[config.mk]
export PLATFORM = sky130hd
export DESIGN_NAME = ptw_top
export DESIGN_NICKNAME = d
export VERILOG_FILES = /design/src/hdl/sv39_pkg.sv /design/src/hdl/ptw_port_pkg.sv /design/src/hdl/ptw_miss_arbiter.sv /design/src/hdl/ptw_pte_check.sv /design/src/hdl/ptw_walk_fsm.sv /design/src/hdl/ptw_top.sv
export SDC_FILE = /design/constraint.sdc
export NUM_CORES = 1
export LEC_CHECK = 0
export ABC_AREA = 1
export BUFFER_PORTS_ARGS = -buffer_cell sky130_fd_sc_hd__clkbuf_2
export CAP_MARGIN = 20
export CORE_AREA = 2 2 209 211
export DETAILED_ROUTE_END_ITERATION = 16
export DIE_AREA = 0 0 211 213
export GPL_TIMING_DRIVEN = 0
export PLACE_DENSITY = 0.41
export SETUP_SLACK_MARGIN = 0.2
export SLEW_MARGIN = 0
export SYNTH_ARGS = -nofsm -noshare
export SYNTH_HDL_FRONTEND = slang
export SYNTH_SLANG_ARGS = --single-unit
[constraint.sdc]
create_clock -name clk_i -period 8.5 [get_ports clk_i]
set_clock_uncertainty 0.1 [all_clocks]
set_input_delay 1.7 -clock clk_i [delete_from_list [all_inputs] [get_ports clk_i]]
set_output_delay 1.7 -clock clk_i [all_outputs]
set_load 0.02 [all_outputs]
[src/hdl/sv39_pkg.sv]
// Sv39 architecture constants and page table entry layout shared by the walker RTL and testbench

package sv39_pkg;

    // ----------------------------------------
    // address geometry
    // ----------------------------------------
    localparam int VLEN          = 39;
    localparam int PLEN          = 56;
    localparam int PPN_W         = 44;
    localparam int PAGE_OFFSET_W = 12;
    localparam int VPN_W         = 9;

    // a PTE is 8 bytes, so table pointers have three low zero bits
    localparam int PTE_SIZE_LOG2 = 3;

    // ----------------------------------------
    // page table entry
    // ----------------------------------------
    // field order gives v at bit 0 and g at bit 5
    typedef struct packed {
        logic [9:0]       reserved;
        logic [PPN_W-1:0] ppn;
        logic [1:0]       rsw;
        logic             d;
        logic             a;
        logic             g;
        logic             u;
        logic             x;
        logic             w;
        logic             r;
        logic             v;
    } pte_t;

    // ----------------------------------------
    // walk levels
    // ----------------------------------------
    // LVL1 maps 1 GiB, LVL2 maps 2 MiB, LVL3 maps 4 KiB
    typedef enum logic [1:0] {
        LVL1,
        LVL2,
        LVL3
    } walk_lvl_e;

endpackage

[src/hdl/ptw_port_pkg.sv]
// Port structures of the page table walker: memory bus, TLB miss and update, PTE verdict

package ptw_port_pkg;

    import sv39_pkg::*;

    // ----------------------------------------
    // memory port
    // ----------------------------------------
    // read-only port, the walker never drives we high
    typedef struct packed {
        logic            data_req;
        logic [PLEN-1:0] address;
        logic [7:0]      be;
        logic [1:0]      size;
        logic            we;
    } mem_req_t;

    typedef struct packed {
        logic        data_gnt;
        logic        data_rvalid;
        logic [63:0] data_rdata;
    } mem_rsp_t;

    // ----------------------------------------
    // TLB side
    // ----------------------------------------
    typedef struct packed {
        logic            access;
        logic            hit;
        logic [VLEN-1:0] vaddr;
    } tlb_miss_t;

    // content carries the accumulated global bit
    typedef struct packed {
        logic               valid;
        logic               is_2m;
        logic               is_1g;
        logic [3*VPN_W-1:0] vpn;
        pte_t               content;
    } tlb_update_t;

    // ----------------------------------------
    // checker result
    // ----------------------------------------
    typedef struct packed {
        logic is_leaf;
        logic fault;
        logic misaligned;
    } pte_verdict_t;

endpackage

[src/hdl/ptw_miss_arbiter.sv]
// Chooses between an ITLB and a DTLB miss and holds the walk context for the walker FSM

`timescale 1ns/10ps

module ptw_miss_arbiter import sv39_pkg::*; import ptw_port_pkg::*; #(
    parameter int ASID_WIDTH = 16
) (
    input  logic                  clk_i,
    input  logic                  rst_ni,
    input  logic                  enable_translation_i,
    input  logic                  en_ld_st_translation_i,
    input  logic                  lsu_is_store_i,
    input  logic [ASID_WIDTH-1:0] asid_i,
    input  tlb_miss_t             itlb_miss_i,
    input  tlb_miss_t             dtlb_miss_i,
    input  logic                  ptw_active_i,
    output logic                  start_o,
    output logic [VLEN-1:0]       walk_vaddr_o,
    output logic [ASID_WIDTH-1:0] walk_asid_o,
    output logic                  walk_is_instr_o,
    output logic                  walk_is_store_o,
    output logic                  itlb_miss_o,
    output logic                  dtlb_miss_o
);

    logic                  itlb_req;
    logic                  dtlb_req;
    logic [VLEN-1:0]       vaddr_q;
    logic [ASID_WIDTH-1:0] asid_q;
    logic                  is_instr_q;
    logic                  is_store_q;

    // instruction misses only go when the LSU is not touching the DTLB at all
    assign itlb_req = enable_translation_i & itlb_miss_i.access & ~itlb_miss_i.hit
                      & ~dtlb_miss_i.access;
    assign dtlb_req = en_ld_st_translation_i & dtlb_miss_i.access & ~dtlb_miss_i.hit;

    assign itlb_miss_o = itlb_req & ~ptw_active_i;
    assign dtlb_miss_o = dtlb_req & ~ptw_active_i;
    assign start_o     = itlb_miss_o | dtlb_miss_o;

    // new context shows through in the start cycle so the FSM can build the root pointer
    always_comb begin
        if (start_o) begin
            walk_vaddr_o    = itlb_req ? itlb_miss_i.vaddr : dtlb_miss_i.vaddr;
            walk_asid_o     = asid_i;
            walk_is_instr_o = itlb_req;
            walk_is_store_o = dtlb_req & lsu_is_store_i;
        end else begin
            walk_vaddr_o    = vaddr_q;
            walk_asid_o     = asid_q;
            walk_is_instr_o = is_instr_q;
            walk_is_store_o = is_store_q;
        end
    end

    always_ff @(posedge clk_i or negedge rst_ni) begin
        if (!rst_ni) begin
            is_instr_q <= 1'b0;
            is_store_q <= 1'b0;
        end else if (start_o) begin
            is_instr_q <= itlb_req;
            is_store_q <= dtlb_req & lsu_is_store_i;
        end
    end

    always_ff @(posedge clk_i) begin
        if (start_o) begin
            vaddr_q <= walk_vaddr_o;
            asid_q  <= asid_i;
        end
    end

    // the walker only leaves idle on a start from here
    a_active_after_start : assert property (
        @(posedge clk_i) disable iff (!rst_ni)
        $rose(ptw_active_i) |-> $past(start_o)
    );

endmodule

[src/hdl/ptw_pte_check.sv]
// Classifies the PTE fetched by the walker as next-level pointer, usable leaf or page fault

`timescale 1ns/10ps

module ptw_pte_check import sv39_pkg::*; import ptw_port_pkg::*; (
    input  pte_t         pte_i,
    input  walk_lvl_e    lvl_i,
    input  logic         is_instr_i,
    input  logic         is_store_i,
    input  logic         mxr_i,
    output pte_verdict_t verdict_o
);

    logic pte_invalid;
    logic leaf;
    logic perm_fault;
    logic misaligned;

    // v clear, or the reserved w without r encoding
    assign pte_invalid = !pte_i.v || (!pte_i.r && pte_i.w);

    assign leaf = pte_i.r || pte_i.x;

    // ----------------------------------------
    // leaf permission checks
    // ----------------------------------------
    always_comb begin
        perm_fault = 1'b0;
        // accessed bit is managed by software, so a clear one faults
        if (!pte_i.a) begin
            perm_fault = 1'b1;
        end
        if (is_instr_i) begin
            if (!pte_i.x) begin
                perm_fault = 1'b1;
            end
        end else begin
            // mxr makes execute-only pages readable
            if (!(pte_i.r || (pte_i.x && mxr_i))) begin
                perm_fault = 1'b1;
            end
            if (is_store_i && !(pte_i.w && pte_i.d)) begin
                perm_fault = 1'b1;
            end
        end
    end

    // superpages need the PPN bits below their level to be zero
    always_comb begin
        case (lvl_i)
            LVL1:    misaligned = (pte_i.ppn[2*VPN_W-1:0] != '0);
            LVL2:    misaligned = (pte_i.ppn[VPN_W-1:0] != '0);
            default: misaligned = 1'b0;
        endcase
    end

    // ----------------------------------------
    // verdict
    // ----------------------------------------
    always_comb begin
        verdict_o = '0;
        if (pte_invalid) begin
            verdict_o.fault = 1'b1;
        end else if (!leaf) begin
            // a pointer at the last level has nowhere to go
            verdict_o.fault = (lvl_i == LVL3);
        end else begin
            verdict_o.is_leaf    = 1'b1;
            verdict_o.misaligned = misaligned;
            verdict_o.fault      = perm_fault || misaligned;
        end
    end

endmodule

[src/hdl/ptw_walk_fsm.sv]
// Walk state machine: issues PTE reads, tracks level and pointer, pulses TLB updates or errors

`timescale 1ns/10ps

module ptw_walk_fsm import sv39_pkg::*; import ptw_port_pkg::*; #(
    parameter int ASID_WIDTH = 16
) (
    input  logic                  clk_i,
    input  logic                  rst_ni,
    input  logic                  flush_i,
    input  logic                  start_i,
    input  logic [VLEN-1:0]       vaddr_i,
    input  logic [ASID_WIDTH-1:0] asid_i,
    input  logic                  is_instr_i,
    input  logic [PPN_W-1:0]      satp_ppn_i,
    input  mem_rsp_t              mem_rsp_i,
    input  pte_verdict_t          verdict_i,
    output mem_req_t              mem_req_o,
    output pte_t                  pte_o,
    output walk_lvl_e             lvl_o,
    output tlb_update_t           itlb_update_o,
    output tlb_update_t           dtlb_update_o,
    output logic [ASID_WIDTH-1:0] update_asid_o,
    output logic [VLEN-1:0]       update_vaddr_o,
    output logic                  ptw_active_o,
    output logic                  walking_instr_o,
    output logic                  ptw_error_o
);

    typedef enum logic [2:0] {
        IDLE,
        WAIT_GRANT,
        PTE_LOOKUP,
        WAIT_RVALID,
        PROPAGATE_ERROR
    } state_e;

    state_e          state_q, state_d;
    walk_lvl_e       lvl_q, lvl_d;
    logic [PLEN-1:0] pptr_q, pptr_d;
    logic            global_q, global_d;
    logic            rvalid_q;
    logic [63:0]     rdata_q;
    logic            update_valid;
    logic [VPN_W-1:0] next_vpn;
    tlb_update_t     update_base;

    assign pte_o = pte_t'(rdata_q);
    assign lvl_o = lvl_q;

    assign ptw_active_o    = (state_q != IDLE);
    assign walking_instr_o = is_instr_i;
    assign update_asid_o   = asid_i;
    assign update_vaddr_o  = vaddr_i;

    // ----------------------------------------
    // memory request
    // ----------------------------------------
    always_comb begin
        mem_req_o          = '0;
        mem_req_o.data_req = (state_q == WAIT_GRANT);
        mem_req_o.address  = pptr_q;
        mem_req_o.be       = 8'hFF;
        mem_req_o.size     = 2'b11;
        mem_req_o.we       = 1'b0;
    end

    // VPN field indexing the table one level below the current one
    always_comb begin
        if (lvl_q == LVL1) begin
            next_vpn = vaddr_i[PAGE_OFFSET_W+VPN_W +: VPN_W];
        end else begin
            next_vpn = vaddr_i[PAGE_OFFSET_W +: VPN_W];
        end
    end

    // ----------------------------------------
    // walk control
    // ----------------------------------------
    always_comb begin
        state_d      = state_q;
        lvl_d        = lvl_q;
        pptr_d       = pptr_q;
        global_d     = global_q;
        update_valid = 1'b0;
        ptw_error_o  = 1'b0;

        case (state_q)
            IDLE: begin
                if (start_i) begin
                    lvl_d    = LVL1;
                    global_d = 1'b0;
                    pptr_d   = {satp_ppn_i, vaddr_i[PAGE_OFFSET_W+2*VPN_W +: VPN_W],
                                {PTE_SIZE_LOG2{1'b0}}};
                    state_d  = WAIT_GRANT;
                end
            end
            WAIT_GRANT: begin
                if (mem_rsp_i.data_gnt) begin
                    state_d = PTE_LOOKUP;
                end
            end
            PTE_LOOKUP: begin
                // registered read data is looked at one cycle after rvalid
                if (rvalid_q) begin
                    if (pte_o.g) begin
                        global_d = 1'b1;
                    end
                    if (verdict_i.fault || verdict_i.misaligned) begin
                        state_d = PROPAGATE_ERROR;
                    end else if (verdict_i.is_leaf) begin
                        update_valid = 1'b1;
                        state_d      = IDLE;
                    end else begin
                        lvl_d   = (lvl_q == LVL1) ? LVL2 : LVL3;
                        pptr_d  = {pte_o.ppn, next_vpn, {PTE_SIZE_LOG2{1'b0}}};
                        state_d = WAIT_GRANT;
                    end
                end
            end
            WAIT_RVALID: begin
                if (rvalid_q) begin
                    state_d = IDLE;
                end
            end
            PROPAGATE_ERROR: begin
                ptw_error_o = 1'b1;
                state_d     = IDLE;
            end
            default: begin
                state_d = IDLE;
            end
        endcase

        // a read already granted must drain before the walker can start again
        if (flush_i) begin
            update_valid = 1'b0;
            if ((state_q == PTE_LOOKUP && !rvalid_q)
                || (state_q == WAIT_GRANT && mem_rsp_i.data_gnt)) begin
                state_d = WAIT_RVALID;
            end else begin
                state_d = IDLE;
            end
        end
    end

    // ----------------------------------------
    // TLB update
    // ----------------------------------------
    always_comb begin
        update_base           = '0;
        update_base.is_2m     = (lvl_q == LVL2);
        update_base.is_1g     = (lvl_q == LVL1);
        update_base.vpn       = vaddr_i[VLEN-1:PAGE_OFFSET_W];
        update_base.content   = pte_o;
        update_base.content.g = pte_o.g | global_q;
    end

    always_comb begin
        itlb_update_o       = update_base;
        dtlb_update_o       = update_base;
        itlb_update_o.valid = update_valid & is_instr_i;
        dtlb_update_o.valid = update_valid & ~is_instr_i;
    end

    always_ff @(posedge clk_i or negedge rst_ni) begin
        if (!rst_ni) begin
            state_q  <= IDLE;
            lvl_q    <= LVL1;
            global_q <= 1'b0;
            rvalid_q <= 1'b0;
        end else begin
            state_q  <= state_d;
            lvl_q    <= lvl_d;
            global_q <= global_d;
            rvalid_q <= mem_rsp_i.data_rvalid;
        end
    end

    always_ff @(posedge clk_i) begin
        pptr_q  <= pptr_d;
        rdata_q <= mem_rsp_i.data_rdata;
    end

    // request is held with the same address until the memory grants it
    a_req_held : assert property (
        @(posedge clk_i) disable iff (!rst_ni)
        (mem_req_o.data_req && !mem_rsp_i.data_gnt && !flush_i)
            |=> (mem_req_o.data_req && $stable(mem_req_o.address))
    );

endmodule

[src/hdl/ptw_top.sv]
// Top level of the Sv39 page table walker, connects miss arbiter, walk FSM and PTE checker

`timescale 1ns/10ps

module ptw_top import sv39_pkg::*; import ptw_port_pkg::*; #(
    parameter int ASID_WIDTH = 16
) (
    input  logic                  clk_i,
    input  logic                  rst_ni,
    input  logic                  flush_i,
    input  logic                  enable_translation_i,
    input  logic                  en_ld_st_translation_i,
    input  logic                  lsu_is_store_i,
    input  logic [ASID_WIDTH-1:0] asid_i,
    input  logic [PPN_W-1:0]      satp_ppn_i,
    input  logic                  mxr_i,
    input  tlb_miss_t             itlb_miss_i,
    input  tlb_miss_t             dtlb_miss_i,
    input  mem_rsp_t              mem_rsp_i,
    output mem_req_t              mem_req_o,
    output tlb_update_t           itlb_update_o,
    output tlb_update_t           dtlb_update_o,
    output logic [ASID_WIDTH-1:0] update_asid_o,
    output logic [VLEN-1:0]       update_vaddr_o,
    output logic                  ptw_active_o,
    output logic                  walking_instr_o,
    output logic                  ptw_error_o,
    output logic                  itlb_miss_o,
    output logic                  dtlb_miss_o
);

    // walk context from the arbiter
    logic                  start;
    logic [VLEN-1:0]       walk_vaddr;
    logic [ASID_WIDTH-1:0] walk_asid;
    logic                  walk_is_instr;
    logic                  walk_is_store;

    // FSM to checker and back
    pte_t         pte;
    walk_lvl_e    lvl;
    pte_verdict_t verdict;

    ptw_miss_arbiter #(
        .ASID_WIDTH (ASID_WIDTH)
    ) u_miss_arbiter (
        .clk_i                  (clk_i),
        .rst_ni                 (rst_ni),
        .enable_translation_i   (enable_translation_i),
        .en_ld_st_translation_i (en_ld_st_translation_i),
        .lsu_is_store_i         (lsu_is_store_i),
        .asid_i                 (asid_i),
        .itlb_miss_i            (itlb_miss_i),
        .dtlb_miss_i            (dtlb_miss_i),
        .ptw_active_i           (ptw_active_o),
        .start_o                (start),
        .walk_vaddr_o           (walk_vaddr),
        .walk_asid_o            (walk_asid),
        .walk_is_instr_o        (walk_is_instr),
        .walk_is_store_o        (walk_is_store),
        .itlb_miss_o            (itlb_miss_o),
        .dtlb_miss_o            (dtlb_miss_o)
    );

    ptw_walk_fsm #(
        .ASID_WIDTH (ASID_WIDTH)
    ) u_walk_fsm (
        .clk_i           (clk_i),
        .rst_ni          (rst_ni),
        .flush_i         (flush_i),
        .start_i         (start),
        .vaddr_i         (walk_vaddr),
        .asid_i          (walk_asid),
        .is_instr_i      (walk_is_instr),
        .satp_ppn_i      (satp_ppn_i),
        .mem_rsp_i       (mem_rsp_i),
        .verdict_i       (verdict),
        .mem_req_o       (mem_req_o),
        .pte_o           (pte),
        .lvl_o           (lvl),
        .itlb_update_o   (itlb_update_o),
        .dtlb_update_o   (dtlb_update_o),
        .update_asid_o   (update_asid_o),
        .update_vaddr_o  (update_vaddr_o),
        .ptw_active_o    (ptw_active_o),
        .walking_instr_o (walking_instr_o),
        .ptw_error_o     (ptw_error_o)
    );

    ptw_pte_check u_pte_check (
        .pte_i      (pte),
        .lvl_i      (lvl),
        .is_instr_i (walk_is_instr),
        .is_store_i (walk_is_store),
        .mxr_i      (mxr_i),
        .verdict_o  (verdict)
    );

endmodule

# Yosys cells after proc, flatten, opt, wreduce, memory -nomap -nowiden
# Cells that the tools add are included.
[totals]
ff_bits = 184
word_cells = 115
output_inout_bits = 316
[op_classes]
n_reduce_logical = 25
eq_ne = 15
bitwise_logic = 17
n_mux = 48
[op_table]
columns = ["operator", "n"]
rows = [
  ["$mux W56", 4],
  ["$pmux W56 S2", 1],
  ["$mux W39", 2],
  ["$mux W1", 23],
  ["$mux W3", 6],
  ["$reduce_bool A18 Y1", 1],
  ["$mux W16", 1],
  ["$mux W2", 6],
  ["$pmux W3 S4", 1],
  ["$and A1 B1 Y1", 10],
  ["$mux W9", 1],
  ["$reduce_bool A9 Y1", 1],
  ["$reduce_and A4 Y1", 2],
  ["$eq A3 B2 Y1 const B", 2],
  ["$logic_and A1 B1 Y1", 6],
  ["$logic_or A1 B1 Y1", 6],
  ["$ne A2 B2 Y1 const B", 3],
  ["$ne A3 B2 Y1 const B", 2],
  ["$ne A3 B3 Y1 const B", 2],
  ["$not A1 Y1", 5],
  ["$reduce_and A5 Y1", 1],
  ["$logic_not A1 Y1", 4],
  ["$ne A2 B1 Y1 const B", 2],
  ["$pmux W1 S2", 2],
  ["10 further kinds", 11],
]

# Depth between registers and ports, before layout
# Gate-level depths: netlist (run 1).
[logic_depth]
word_depth = 18
ltp_mapped = 15
mapped_depth_nobuf = 15

# Modules after synthesis
# A second synthesis (run 1) with hierarchy kept.
[unflattened]
cells_unflattened = 1053
hier_area_um2 = 9116.2
[modules_own_cells]
columns = ["mod", "area_per_inst_um2", "instances", "seq_area_each_um2", "cells_per_inst"]
rows = [
  ["ptw_walk_fsm", 5994.5, 1, 3047.9, 627],
  ["ptw_miss_arbiter", 2942.8, 1, 1541.5, 385],
  ["ptw_pte_check", 178.9, 1, 0.0, 41],
]

# Worst setup path before layout (run 1)
# Ideal clock, no wire load.
[synth_path]
path_kind = "input to output"
from = "input port itlb_miss_i[39] in the netlist's numbering"
to = "output port update_asid_o[10]"
path_buffers = 2
setup_slack_ps = 3465
cell_stages = 9
t_arrival_ps = 3235
cell_sequence = "inv_1 > nand2_1 > nor2_2 > nand2_2 > nand2_4 > buf_2 > buf_2 > nand2_1 > nand2_1"
[synth_between]
elab_chain_cells = 6
[synth_lines]
columns = ["element", "line_no", "source"]
rows = [
  ["start: declaration", "ptw_top.sv:17", "input tlb_miss_t itlb_miss_i,"],
  ["$not A1 Y1", "ptw_miss_arbiter.sv:34", "assign itlb_req = enable_translation_i & itlb_miss_i.access & ~itlb_miss_i.hit"],
  ["$and A1 B1 Y1", "ptw_miss_arbiter.sv:34", ""],
  ["$and A1 B1 Y1", "ptw_miss_arbiter.sv:35", "& ~dtlb_miss_i.access;"],
  ["$and A1 B1 Y1", "ptw_miss_arbiter.sv:38", "assign itlb_miss_o = itlb_req & ~ptw_active_i;"],
  ["$or A1 B1 Y1", "ptw_miss_arbiter.sv:40", "assign start_o = itlb_miss_o | dtlb_miss_o;"],
  ["$mux W16", "-", ""],
  ["end: declaration", "ptw_top.sv:23", "output logic [ASID_WIDTH-1:0] update_asid_o,"],
]
# No other way between the ends.

==> qor.yml, run 1 <==
dr.first_iter.drc_count: 265
drtAntennaViolNets: 0
cp_max_fo: 10
clock_power_share_pct: 23.1
path_class: "in2out"
startpoint_type: "input port"
yosys-top-cells-area: "edfxtp_1 (33%), dfxtp_1 (19%), buf_4 (18%)"
cts_max_path_buffers: 2
hpwlAfterDp_um: 25500
grt_pass1_vias: 7295
status: "finished clean"
max_stage_delay_ns: 0.72
cap_violations: 0
fin_nets: 1654
slowest_stage: "clkbuf_1"
vias: 7470
grt_pass1_wl_um: 45100
synthArstFlopShare_pct: 4.97
track_usage_pct: 13.9
seqPwrFrac_pct: 35.6
hp-class: "reg2reg"
cts.repair.resized: 0
netlist_area_mm2: 0.00827
drv_slew: 0
fin_crit_sh_pct: 69.7
antenna_found_initial: 2
synth-seq-cells: 181
cts_root_buffer: "clkbuf_16"
crit_arrival_ns: 4.12
leakagePower_nw: 6.37
gp_congestion: 0.801
swShare_pct: 40.2
worstPathCellList: "clkbuf_2 -> inv_1 -> nand2_1 -> nor2_2 -> clkbuf_1 -> nand2_1 -> a31oi_1 -> buf_4 -> clkbuf_2"
grt_start_max_net_pins: 33
synth-main-ff-cell: "edfxtp_1"
synth_edf_count: 92
dr.pass1.iters: 4
cts.sinks: 181
io_buffers: 516
yosys.area.top_type: "edfxtp_1"
yosysWarnings: 0
timing.fmax_mhz: 169
ys_types: 31
drive_gt1_share_pct: 53.4
chipWidth_um: 211
dieArea_mm2: 0.0449
fin_util_pct: 28.6
synth-seq-area-share_pct: 55.5
vdd_drop_max_mv: 0.121
period_needed_ns: 5.92
synth_top_area_share_pct: 33.4
grt_overflow: 0
synth_area_per_cell_um2: 9.29
rsz0062_at_grt: "no"
die_y_um: 213
drt-wirelength-per-cell_um: 16.0
clk-insertion-delay-late_ns: 0.46
setup_viol: 0
vias_per_cell: 3.74
synthToLayoutAreaGrowth_pct: 47.9
p_int_mw: 2.14
io_pins: 531
end_kind: "primary output"
place_area_mm2: 0.0116
cts-hold-fix-buffers: 0
core_mm2: 0.0427
start_util_pct: 19.4
netlist_instances: 890
post-route-drc-count: 0
fin_area_mm2: 0.0122
slew_headroom_pct: 40.6
cts_setup_buffers: 0
tns_ns: 0
crit_required_ns: 6.70
comb_power_share_pct: 41.3
h-tree-depth: 4
fin_hold_ws_ns: 0.343
p_sw_mw: 1.44
fin_total_pwr_mw: 3.58
worst_pin_slew_ns: 0.891
hold_violations: 0
numCtsBuffers: 17
power_density_mw_per_mm2: 293
cts.clk_slew.worst_paths_ns: 0.07
wl_um: 32000
cts_tree: "done"
num_rows: 76
==> power groups by stage <==
| stage | clock (mW) | sequential [mW] | combinational, mW |
|---|---|---|---|
| after floorplan | 0 | 1.43 | 0.773 |
| after global placement | 0 | 1.30 | 1.49 |
| after detailed placement | 0 | 1.29 | 1.52 |
| after CTS | 0.861 | 1.27 | 1.52 |
| after global routing | 0.889 | 1.30 | 1.62 |
| final | 0.828 | 1.27 | 1.48 |
==> registers in the layout, indices dropped and copies added, names as in the netlist <==
name,flops
u_miss_arbiter.is_store_q,1
u_miss_arbiter.asid_q,16
u_miss_arbiter.is_instr_q,1
u_walk_fsm.rvalid_q,1
u_walk_fsm.lvl_o,2
u_miss_arbiter.vaddr_q,39
u_walk_fsm.state_q,3
u_walk_fsm.pptr_q,53
u_walk_fsm.pte_o,64
u_walk_fsm.global_q,1
==> critical path: cells and delay by family <==
| kind | cells | cell delay (ns) |
|---|---|---|
| buffers and inverters | 5 | 1.23 |
| AOI/OAI and AO/OA | 1 | 0.65 |
| and+or+nand+nor | 3 | 0.53 |
==> Yosys cell counts (2+ instances only) <==
cell type and number:
nand4_1 2, o221ai_1 5, nand2_2 4, nand3_1 18
nor2_1 49, or2_2 2, inv_2 6, nand2_1 306
buf_6 2, buf_1 8, dfxtp_1 80, dfrtp_1 9
nand2_4 3, inv_1 28, clkbuf_1 8, buf_2 10
buf_4 198, a31oi_1 33, nor2_2 2, conb_1 2
nor3_1 5, edfxtp_1 92, o21ai_0 10
==> final timing paths <==
| check | startpoint | to | slack, ns | cells after the start |
|---|---|---|---|---|
| max reg2reg | u_walk_fsm.state_q[2]$_DFFE_PN0P_ | u_walk_fsm.pptr_q[4]$_DFFE_PP_ | 5.66 | 11 |
| min | u_miss_arbiter.asid_q[9]$_DFF_P_ | u_miss_arbiter.asid_q[9]$_DFF_P_ | 0.34 | 2 |
| min reg2reg | u_miss_arbiter.asid_q[9]$_DFF_P_ | u_miss_arbiter.asid_q[9]$_DFF_P_ | 0.34 | 2 |
| max in group asynchronous | rst_ni | u_walk_fsm.state_q[0]$_DFFE_PN0P_ | 7.10 | 1 |
| max | dtlb_miss_i[40] | itlb_update_o[81] | 2.58 | 9 |
| min in group asynchronous | rst_ni | u_walk_fsm.global_q$_DFFE_PN0P_ | 0.99 | 1 |
==> placed cells by master (no fill, tap or decap), types with 2 or more instances in the layout <==
cell type	n
buf_6	2
o221ai_1	5
nand2_1	306
nand2_4	3
conb_1	14
edfxtp_1	92
nor2_2	2
buf_2	10
nand4_1	2
dfrtp_1	9
buf_12	2
buf_4	198
clkbuf_2	516
or2_2	2
nand3_1	18
clkbuf_16	19
clkinv_1	3
nand2_2	4
clkinvlp_4	2
bufinv_16	2
o21ai_0	10
inv_2	7
nor2_1	49
inv_1	27
buf_1	8
clkbuf_1	10
nor3_1	5
a31oi_1	33
dfxtp_1	80
==> through the flow <==
step           setup WS (ns)  cells
5_1_grt                 2.39   1998
4_1_cts                 2.44   1998
2_1_floorplan           3.47    902
6_report                2.58   1999
3_3_place_gp            2.27   1964
3_5_place_dp            2.44   1966
==> routing by layer <==
metal	GRT usage [%]	wire (um)
met1	14.9	12200
met2	25.4	16500
met3	5.13	2780
met4	3.93	473
met5	0	0
==> cell families (layout without fill, tap and decap cells) <==
group                  count (synthesis)  in the layout  synth area share [%]
and+or+nand+nor                      395            395                  19.2
buffers and inverters                260            810                  21.1
DFF                                  181            181                  55.5
AOI/OAI and AO/OA                     52             52                  4.03
other                                  2             15                0.0908
==> cell type report <==
type | count | area [um^2]
fillers | 4668 | 30500
flip-flops and latches | 181 | 4590
repair buffers | 518 | 2620
multi-input cells | 461 | 1980
plain buffers | 226 | 1620
well taps | 546 | 683
clock buffers | 21 | 483
inverters | 34 | 128
clock inverters | 11 | 120
diodes | 1 | 2.50
No activity file was read; power rests on OpenSTA's default activity.
==> run 2, diff against run 1 <==
ABC_AREA = 0   (was 1)
CORE_AREA = 2 2 205 207   (was 2 2 209 211)
DIE_AREA = 0 0 207 209   (was 0 0 211 213)
PLACE_DENSITY = 0.44   (was 0.41)
clock period = 4.8 ns   (was 8.5 ns; I/O delays follow)
==> qor.yml, run 2 <==
drt-wirelength-per-cell_um: 16.8  # was 16.0 um
dieArea_mm2: 0.0433  # was 0.0449 mm^2
period_needed_ns: 4.34
dr.pass1.iters: 5  # was 4
chipWidth_um: 207  # was 211 um
die_y_um: 209  # was 213 um
cp_max_fo: 10  # unchanged
r2r_cells: 6  # was 11
track_usage_pct: 14.2  # was 13.9%
leakagePower_nw: 6.05  # was 6.37 nW
grt_start_max_net_pins: 47  # was 33
ys_types: 42  # was 31
wl_um: 31200  # was 32000 um
hold_violations: 0  # unchanged
swShare_pct: 37.2  # was 40.2%
clk-insertion-delay-late_ns: 0.48  # was 0.46 ns
cts.sinks: 181  # unchanged
yosys.area.top_type: "edfxtp_1"  # unchanged
fin_total_pwr_mw: 5.63  # was 3.58 mW
r2r-start: "u_walk_fsm.state_q[0]$_DFFE_PN0P_"  # was u_walk_fsm.state_q[2]$_DFFE_PN0P_
cts_max_path_buffers: 2  # unchanged
numCtsBuffers: 17  # unchanged
start_util_pct: 20.0  # was 19.4%
comb_power_share_pct: 39.1  # was 41.3%
yosys-top-cells-area: "edfxtp_1 (33%), dfxtp_1 (19%), buf_4 (18%)"  # unchanged
crit_arrival_ns: 3.28  # was 4.12 ns
worst_pin_slew_ns: 0.985  # was 0.891 ns
p_sw_mw: 2.10  # was 1.44 mW
ys_top_cells_by_count: "buf_4 (197), nand2_1 (134), edfxtp_1 (92)"  # was nand2_1 (306), buf_4 (198), edfxtp_1 (92)
place_area_mm2: 0.0117  # was 0.0116 mm^2
tns_ns: 0  # unchanged
path_class: "in2out"  # unchanged
largest_reg_flops: 64  # unchanged
fin_area_mm2: 0.0123  # was 0.0122 mm^2
netlist_instances: 752  # was 890
timing.rr.end: "u_walk_fsm.pptr_q[52]$_DFFE_PP_"  # was u_walk_fsm.pptr_q[4]$_DFFE_PP_
seqPwrFrac_pct: 36.1  # was 35.6%
placedCellCount: 1824  # was 1966
synthToLayoutAreaGrowth_pct: 48.6  # was 47.9%
hpwlAfterDp_um: 24700  # was 25500 um
startpoint_type: "input port"  # unchanged
synth_area_per_cell_um2: 11.0  # was 9.29 um^2
regToRegSetupSlack_ns: 1.74  # was 5.66 ns
cts.clk_slew.worst_paths_ns: 0.07  # about the same
stdcell_count: 1858  # was 1999
drv_slew: 0  # unchanged
grt_pass1_vias: 6875  # was 7295
setup_slack_ns: 0.458  # was 2.58 ns
p_int_mw: 3.53  # was 2.14 mW
pre_cts_ws_ns: -0.388  # was 2.44 ns
fin_nets: 1520  # was 1654
synth_top_area_share_pct: 33.5  # was 33.4%
grt_pass1_wl_um: 44700  # was 45100 um
core_mm2: 0.0413  # was 0.0427 mm^2
vdd_drop_max_mv: 0.216  # was 0.121 mV
drive_gt1_share_pct: 63.6  # was 53.4%
fin_util_pct: 29.7  # was 28.6%
nFillCells: 4436  # was 4668
synth_most_common_cell: "buf_4"  # was nand2_1
vias: 7069  # was 7470
final_cell_mix: "clkbuf_2 (518), buf_4 (201), nand2_1 (134)"  # was clkbuf_2 (516), nand2_1 (306), buf_4 (198)
slew_headroom_pct: 34.3  # was 40.6%
fin_crit_sh_pct: 90.5
synth-seq-area-share_pct: 55.6  # was 55.5%
hp-class: "in2async"  # was reg2reg
drtAntennaViolNets: 0  # unchanged
cts_tree: "done"  # unchanged
rsz0062_at_grt: "no"  # unchanged
antenna_found_initial: 0  # was 2
synthArstFlopShare_pct: 4.97  # unchanged
status: "finished clean"  # unchanged
post-route-drc-count: 0  # unchanged
num_rows: 75  # was 76
synth_edf_count: 92  # unchanged
grt_overflow: 0  # unchanged
clock_power_share_pct: 24.8  # was 23.1%
netlist_area_mm2: 0.00826  # was 0.00827 mm^2
crit_required_ns: 3.74  # was 6.70 ns
fin_hold_ws_ns: 0.247  # was 0.343 ns
setup_viol: 0  # unchanged
yosysWarnings: 0  # unchanged
timing.fmax_mhz: 230
final-seq-area_mm2: 0.00459  # unchanged
h-tree-depth: 4  # unchanged
final_common_cell: "clkbuf_2"  # unchanged
gp_congestion: 0.768  # was 0.801
vias_per_cell: 3.80  # was 3.74
dr.first_iter.drc_count: 296  # was 265
end_kind: "primary output"  # unchanged
multi_input_area_mm2: 0.00211  # was 0.00198 mm^2
power_density_mw_per_mm2: 459  # was 293 mW/mm^2
synth-seq-cells: 181  # unchanged
cap_violations: 0  # unchanged
cts_root_buffer: "clkbuf_16"  # unchanged
io_buffers: 516  # unchanged
synth-main-ff-cell: "edfxtp_1"  # unchanged
io_pins: 531  # unchanged
run 2: worst max-delay path, cell delays in order:
cell and delay (ns):
clkbuf_2 0.11, and4bb_1 0.25, buf_2 0.19, o21ai_4 0.11, inv_2 0.15, clkbuf_4 0.30, buf_2 0.32, buf_1 0.41
nand2_1 0.18, nand2_1 0.12, clkbuf_2 0.17
run 2: cells by family (layout without fill, tap and decap cells):
family          after synthesis  in the layout  share of synthesized area [%]
mux                          62             62                           8.46
other cells                   2             15                         0.0910
compound gates               66             66                           5.50
simple gates                208            208                           10.6
flops                       181            181                           55.6
buf+inv                     233            787                           19.8
run 2: how the worst max path moves through the flow:
| stage | start | endpoint |
|---|---|---|
| floorplan | itlb_miss_i[39] | update_vaddr_o[10] |
| global placement | itlb_miss_i[39] | update_vaddr_o[10] |
| detailed placement | itlb_miss_i[39] | update_vaddr_o[10] |
| CTS | itlb_miss_i[39] | update_vaddr_o[18] |
| global route | dtlb_miss_i[40] | update_vaddr_o[10] |
| finish | itlb_miss_i[39] | update_asid_o[3] |
run 2: cell type report:
| type | count | area share [%] |
|---|---|---|
| Tap cell | 539 | 5.50 |
| Antenna cell | 1 | 0.0204 |
| Clock inverter | 10 | 0.775 |
| Multi-Input combinational cell | 350 | 17.2 |
| Inverter | 8 | 0.245 |
| Sequential cell | 181 | 37.4 |
| Clock buffer | 22 | 3.78 |
| Buffer | 224 | 13.2 |
| Timing Repair Buffer | 523 | 21.9 |
run 2: power by group through the flow:
| stage | clock network [mW] | registers [mW] | logic (mW) |
|---|---|---|---|
| floorplan | 0 | 2.16 | 1.29 |
| global placement | 0 | 2.07 | 2.19 |
| CTS | 1.47 | 2.03 | 2.25 |
| detailed placement | 0 | 2.07 | 2.24 |
| finish | 1.40 | 2.03 | 2.20 |
| global route | 1.51 | 2.05 | 2.37 |
run 2: repair_timing:
item,in CTS,in global routing
pin swaps,0,1
endpoints found under the hold margin,0,0
endpoints found under the setup margin,51,24
hold buffers,0,0
gates resized for setup,11,2
setup buffers,0,2
run 2: metal layers:
| metal | track usage (%) | vias up | share of wire [%] |
|---|---|---|---|
| met4 | 5.10 | 0 | 1.6 |
| li1 | - | 3462 | - |
| met3 | 4.46 | 27 | 6.7 |
| met2 | 23.7 | 292 | 49 |
| met5 | 0 | - | 0 |
| met1 | 17.2 | 3288 | 43 |
==> run 3, diff against run 2 <==
BUFFER_PORTS_ARGS = not set   (was -buffer_cell sky130_fd_sc_hd__clkbuf_2)
CORE_AREA = 2 2 208 210   (was 2 2 205 207)
DIE_AREA = 0 0 210 212   (was 0 0 207 209)
DONT_BUFFER_PORTS = 1   (was not set)
PLACE_DENSITY = 0.31   (was 0.44)
==> qor.yml, run 3 (synthesized netlist as in run 2, its figures left out) <==
slowest_stage: "a31oi_1"  # was buf_1
fin_hold_ws_ns: 0.0708  # was 0.247 ns
largest_reg_flops: 64  # unchanged
grt_start_max_net_pins: 43  # was 47
cap_violations: 0  # unchanged
worst_pin_slew_ns: 1.08  # was 0.985 ns
vdd_drop_max_mv: 0.254  # was 0.216 mV
final_common_cell: "buf_4"  # was clkbuf_2
cts.clk_slew.worst_paths_ns: 0.07  # about the same
io_pins: 531  # unchanged
critPathMostFrequentCell: "buf_2"
clock_power_share_pct: 28.1  # was 24.8%
cts_tree: "done"  # unchanged
vias_per_cell: 3.92  # was 3.80
num_rows: 76  # was 75
power_density_mw_per_mm2: 542  # was 459 mW/mm^2
die_y_um: 212  # was 209 um
io_buffers: 0  # was 516
placedCellCount: 1314  # was 1824
synthToLayoutAreaGrowth_pct: 18.8  # was 48.6%
dieArea_mm2: 0.0445  # was 0.0433 mm^2
hp-class: "in2async"  # unchanged
hpwlAfterDp_um: 21600  # was 24700 um
swShare_pct: 37.4  # was 37.2%
period_needed_ns: 4.38  # was 4.34 ns
slew_headroom_pct: 27.4  # was 34.3%
drtAntennaViolNets: 0  # unchanged
numCtsBuffers: 17  # unchanged
start_util_pct: 19.4  # was 20.0%
p_int_mw: 3.33  # was 3.53 mW
clk-insertion-delay-late_ns: 0.47  # was 0.48 ns
setup_viol: 0  # unchanged
hold_violations: 0  # unchanged
grt_pass1_wl_um: 38500  # was 44700 um
drv_slew: 0  # unchanged
gp_congestion: 0.685  # was 0.768
p_sw_mw: 1.99  # was 2.10 mW
dr.pass1.iters: 4  # was 5
worstPathCellList: "and4bb_1 -> buf_2 -> o21ai_4 -> inv_2 -> buf_2 -> buf_2 -> a31oi_1 -> buf_4 -> buf_4"  # was clkbuf_2 -> and4bb_1 -> buf_2 -> o21ai_4 -> inv_2 -> clkbuf_4 -> buf_2 -> buf_1 -> nand2_1 -> nand2_1 -> clkbuf_2
vias: 5284  # was 7069
wl_um: 28100  # was 31200 um
cts-hold-fix-buffers: 0  # unchanged
h-tree-depth: 4  # unchanged
comb_power_share_pct: 31.1  # was 39.1%
place_area_mm2: 0.00907  # was 0.0117 mm^2
drt-wirelength-per-cell_um: 20.8  # was 16.8 um
startpoint_type: "input port"  # unchanged
grt_pass1_vias: 5370  # was 6875
track_usage_pct: 12.4  # was 14.2%
stdcell_count: 1347  # was 1858
final-seq-area_mm2: 0.00459  # unchanged
nFillCells: 4552  # was 4436
crit_required_ns: 3.74  # about the same
end_kind: "primary output"  # unchanged
fin_util_pct: 23.1  # was 29.7%
seqPwrFrac_pct: 40.8  # was 36.1%
fin_crit_sh_pct: 91.3  # was 90.5%
dr.first_iter.drc_count: 203  # was 296
status: "finished clean"  # unchanged
crit_arrival_ns: 3.32  # was 3.28 ns
grt_overflow: 0  # unchanged
cts_max_path_buffers: 2  # unchanged
max_stage_delay_ns: 0.52  # was 0.41 ns
timing.fmax_mhz: 228  # was 230 MHz
fin_nets: 1003  # was 1520
leakagePower_nw: 3.93  # was 6.05 nW
cts_setup_buffers: 0  # unchanged
antenna_found_initial: 1  # was 0
chipWidth_um: 210  # was 207 um
core_mm2: 0.0425  # was 0.0413 mm^2
cp_max_fo: 10  # unchanged
multi_input_area_mm2: 0.00220  # was 0.00211 mm^2
final_cell_mix: "buf_4 (200), nand2_1 (134), edfxtp_1 (92)"  # was clkbuf_2 (518), buf_4 (201), nand2_1 (134)
antenna_cells: 0  # was 1
drive_gt1_share_pct: 42.1  # was 63.6%
fin_area_mm2: 0.00981  # was 0.0123 mm^2
cts.sinks: 181  # unchanged
cts_root_buffer: "clkbuf_16"  # unchanged
rsz0062_at_grt: "no"  # unchanged
tns_ns: 0  # unchanged
post-route-drc-count: 0  # unchanged
cts.repair.resized: 14  # was 11
path_class: "in2out"  # unchanged
-- run 3: power groups by stage --
stage                     Sequential (mW)  Clock [mW]  Combinational, mW
after floorplan                      2.16           0               1.29
after CTS                            2.17        1.57               1.70
after detailed placement             2.20           0               1.68
after global placement               2.22           0               1.65
final                                2.17        1.50               1.65
after global routing                 2.20        1.62               1.80
-- run 3: worst max-delay path: cells and delay by family --
family / cells / cell delay (ns)
AO/OA/AOI/OAI: 2 / 0.89
buffers and inverters: 6 / 1.27
AND/OR/NAND/NOR: 1 / 0.18
-- run 3: cell type report --
| class | count | share of cell area [%] |
|---|---|---|
| Multi-Input combinational cell | 350 | 22.4 |
| Clock inverter | 10 | 1.06 |
| Buffer | 225 | 16.4 |
| Inverter | 8 | 0.306 |
| Timing Repair Buffer | 5 | 0.791 |
| Tap cell | 546 | 6.97 |
| Sequential cell | 181 | 46.8 |
| Clock buffer | 22 | 5.27 |
-- run 3: metal layers --
layer	routed length, um	up-vias	GRT usage [%]
li1	-	2426	-
met1	10800	2531	13.5
met2	14600	300	21.6
met3	2240	25	5.10
met4	422	2	4.48
met5	12	-	0
-- run 3: worst paths after layout --
path                                                      from                                   to  slack [ns]  cells past startpoint
max in group asynchronous                               rst_ni  u_miss_arbiter.is_instr_q$_DFF_PN0_        4.45                      0
max                                            itlb_miss_i[39]                   update_vaddr_o[30]        0.42                      9
min in group clk_i         u_miss_arbiter.is_store_q$_DFF_PN0_  u_miss_arbiter.is_store_q$_DFF_PN0_        0.39                      2
min reg2reg                u_miss_arbiter.is_store_q$_DFF_PN0_  u_miss_arbiter.is_store_q$_DFF_PN0_        0.39                      2
min                                                     rst_ni      u_walk_fsm.global_q$_DFFE_PN0P_        0.07                      0
max reg2reg                  u_walk_fsm.state_q[2]$_DFFE_PN0P_  u_miss_arbiter.vaddr_q[8]$_DFFE_PN_        1.68                      8
-- run 3: metrics by stage --
stage	setup slack (ns)	power [mW]
finish	0.417	5.32
CTS	0.182	5.44
global route	0.206	5.61
global placement	-0.762	3.87
floorplan	0.575	3.45
detailed placement	-0.209	3.89
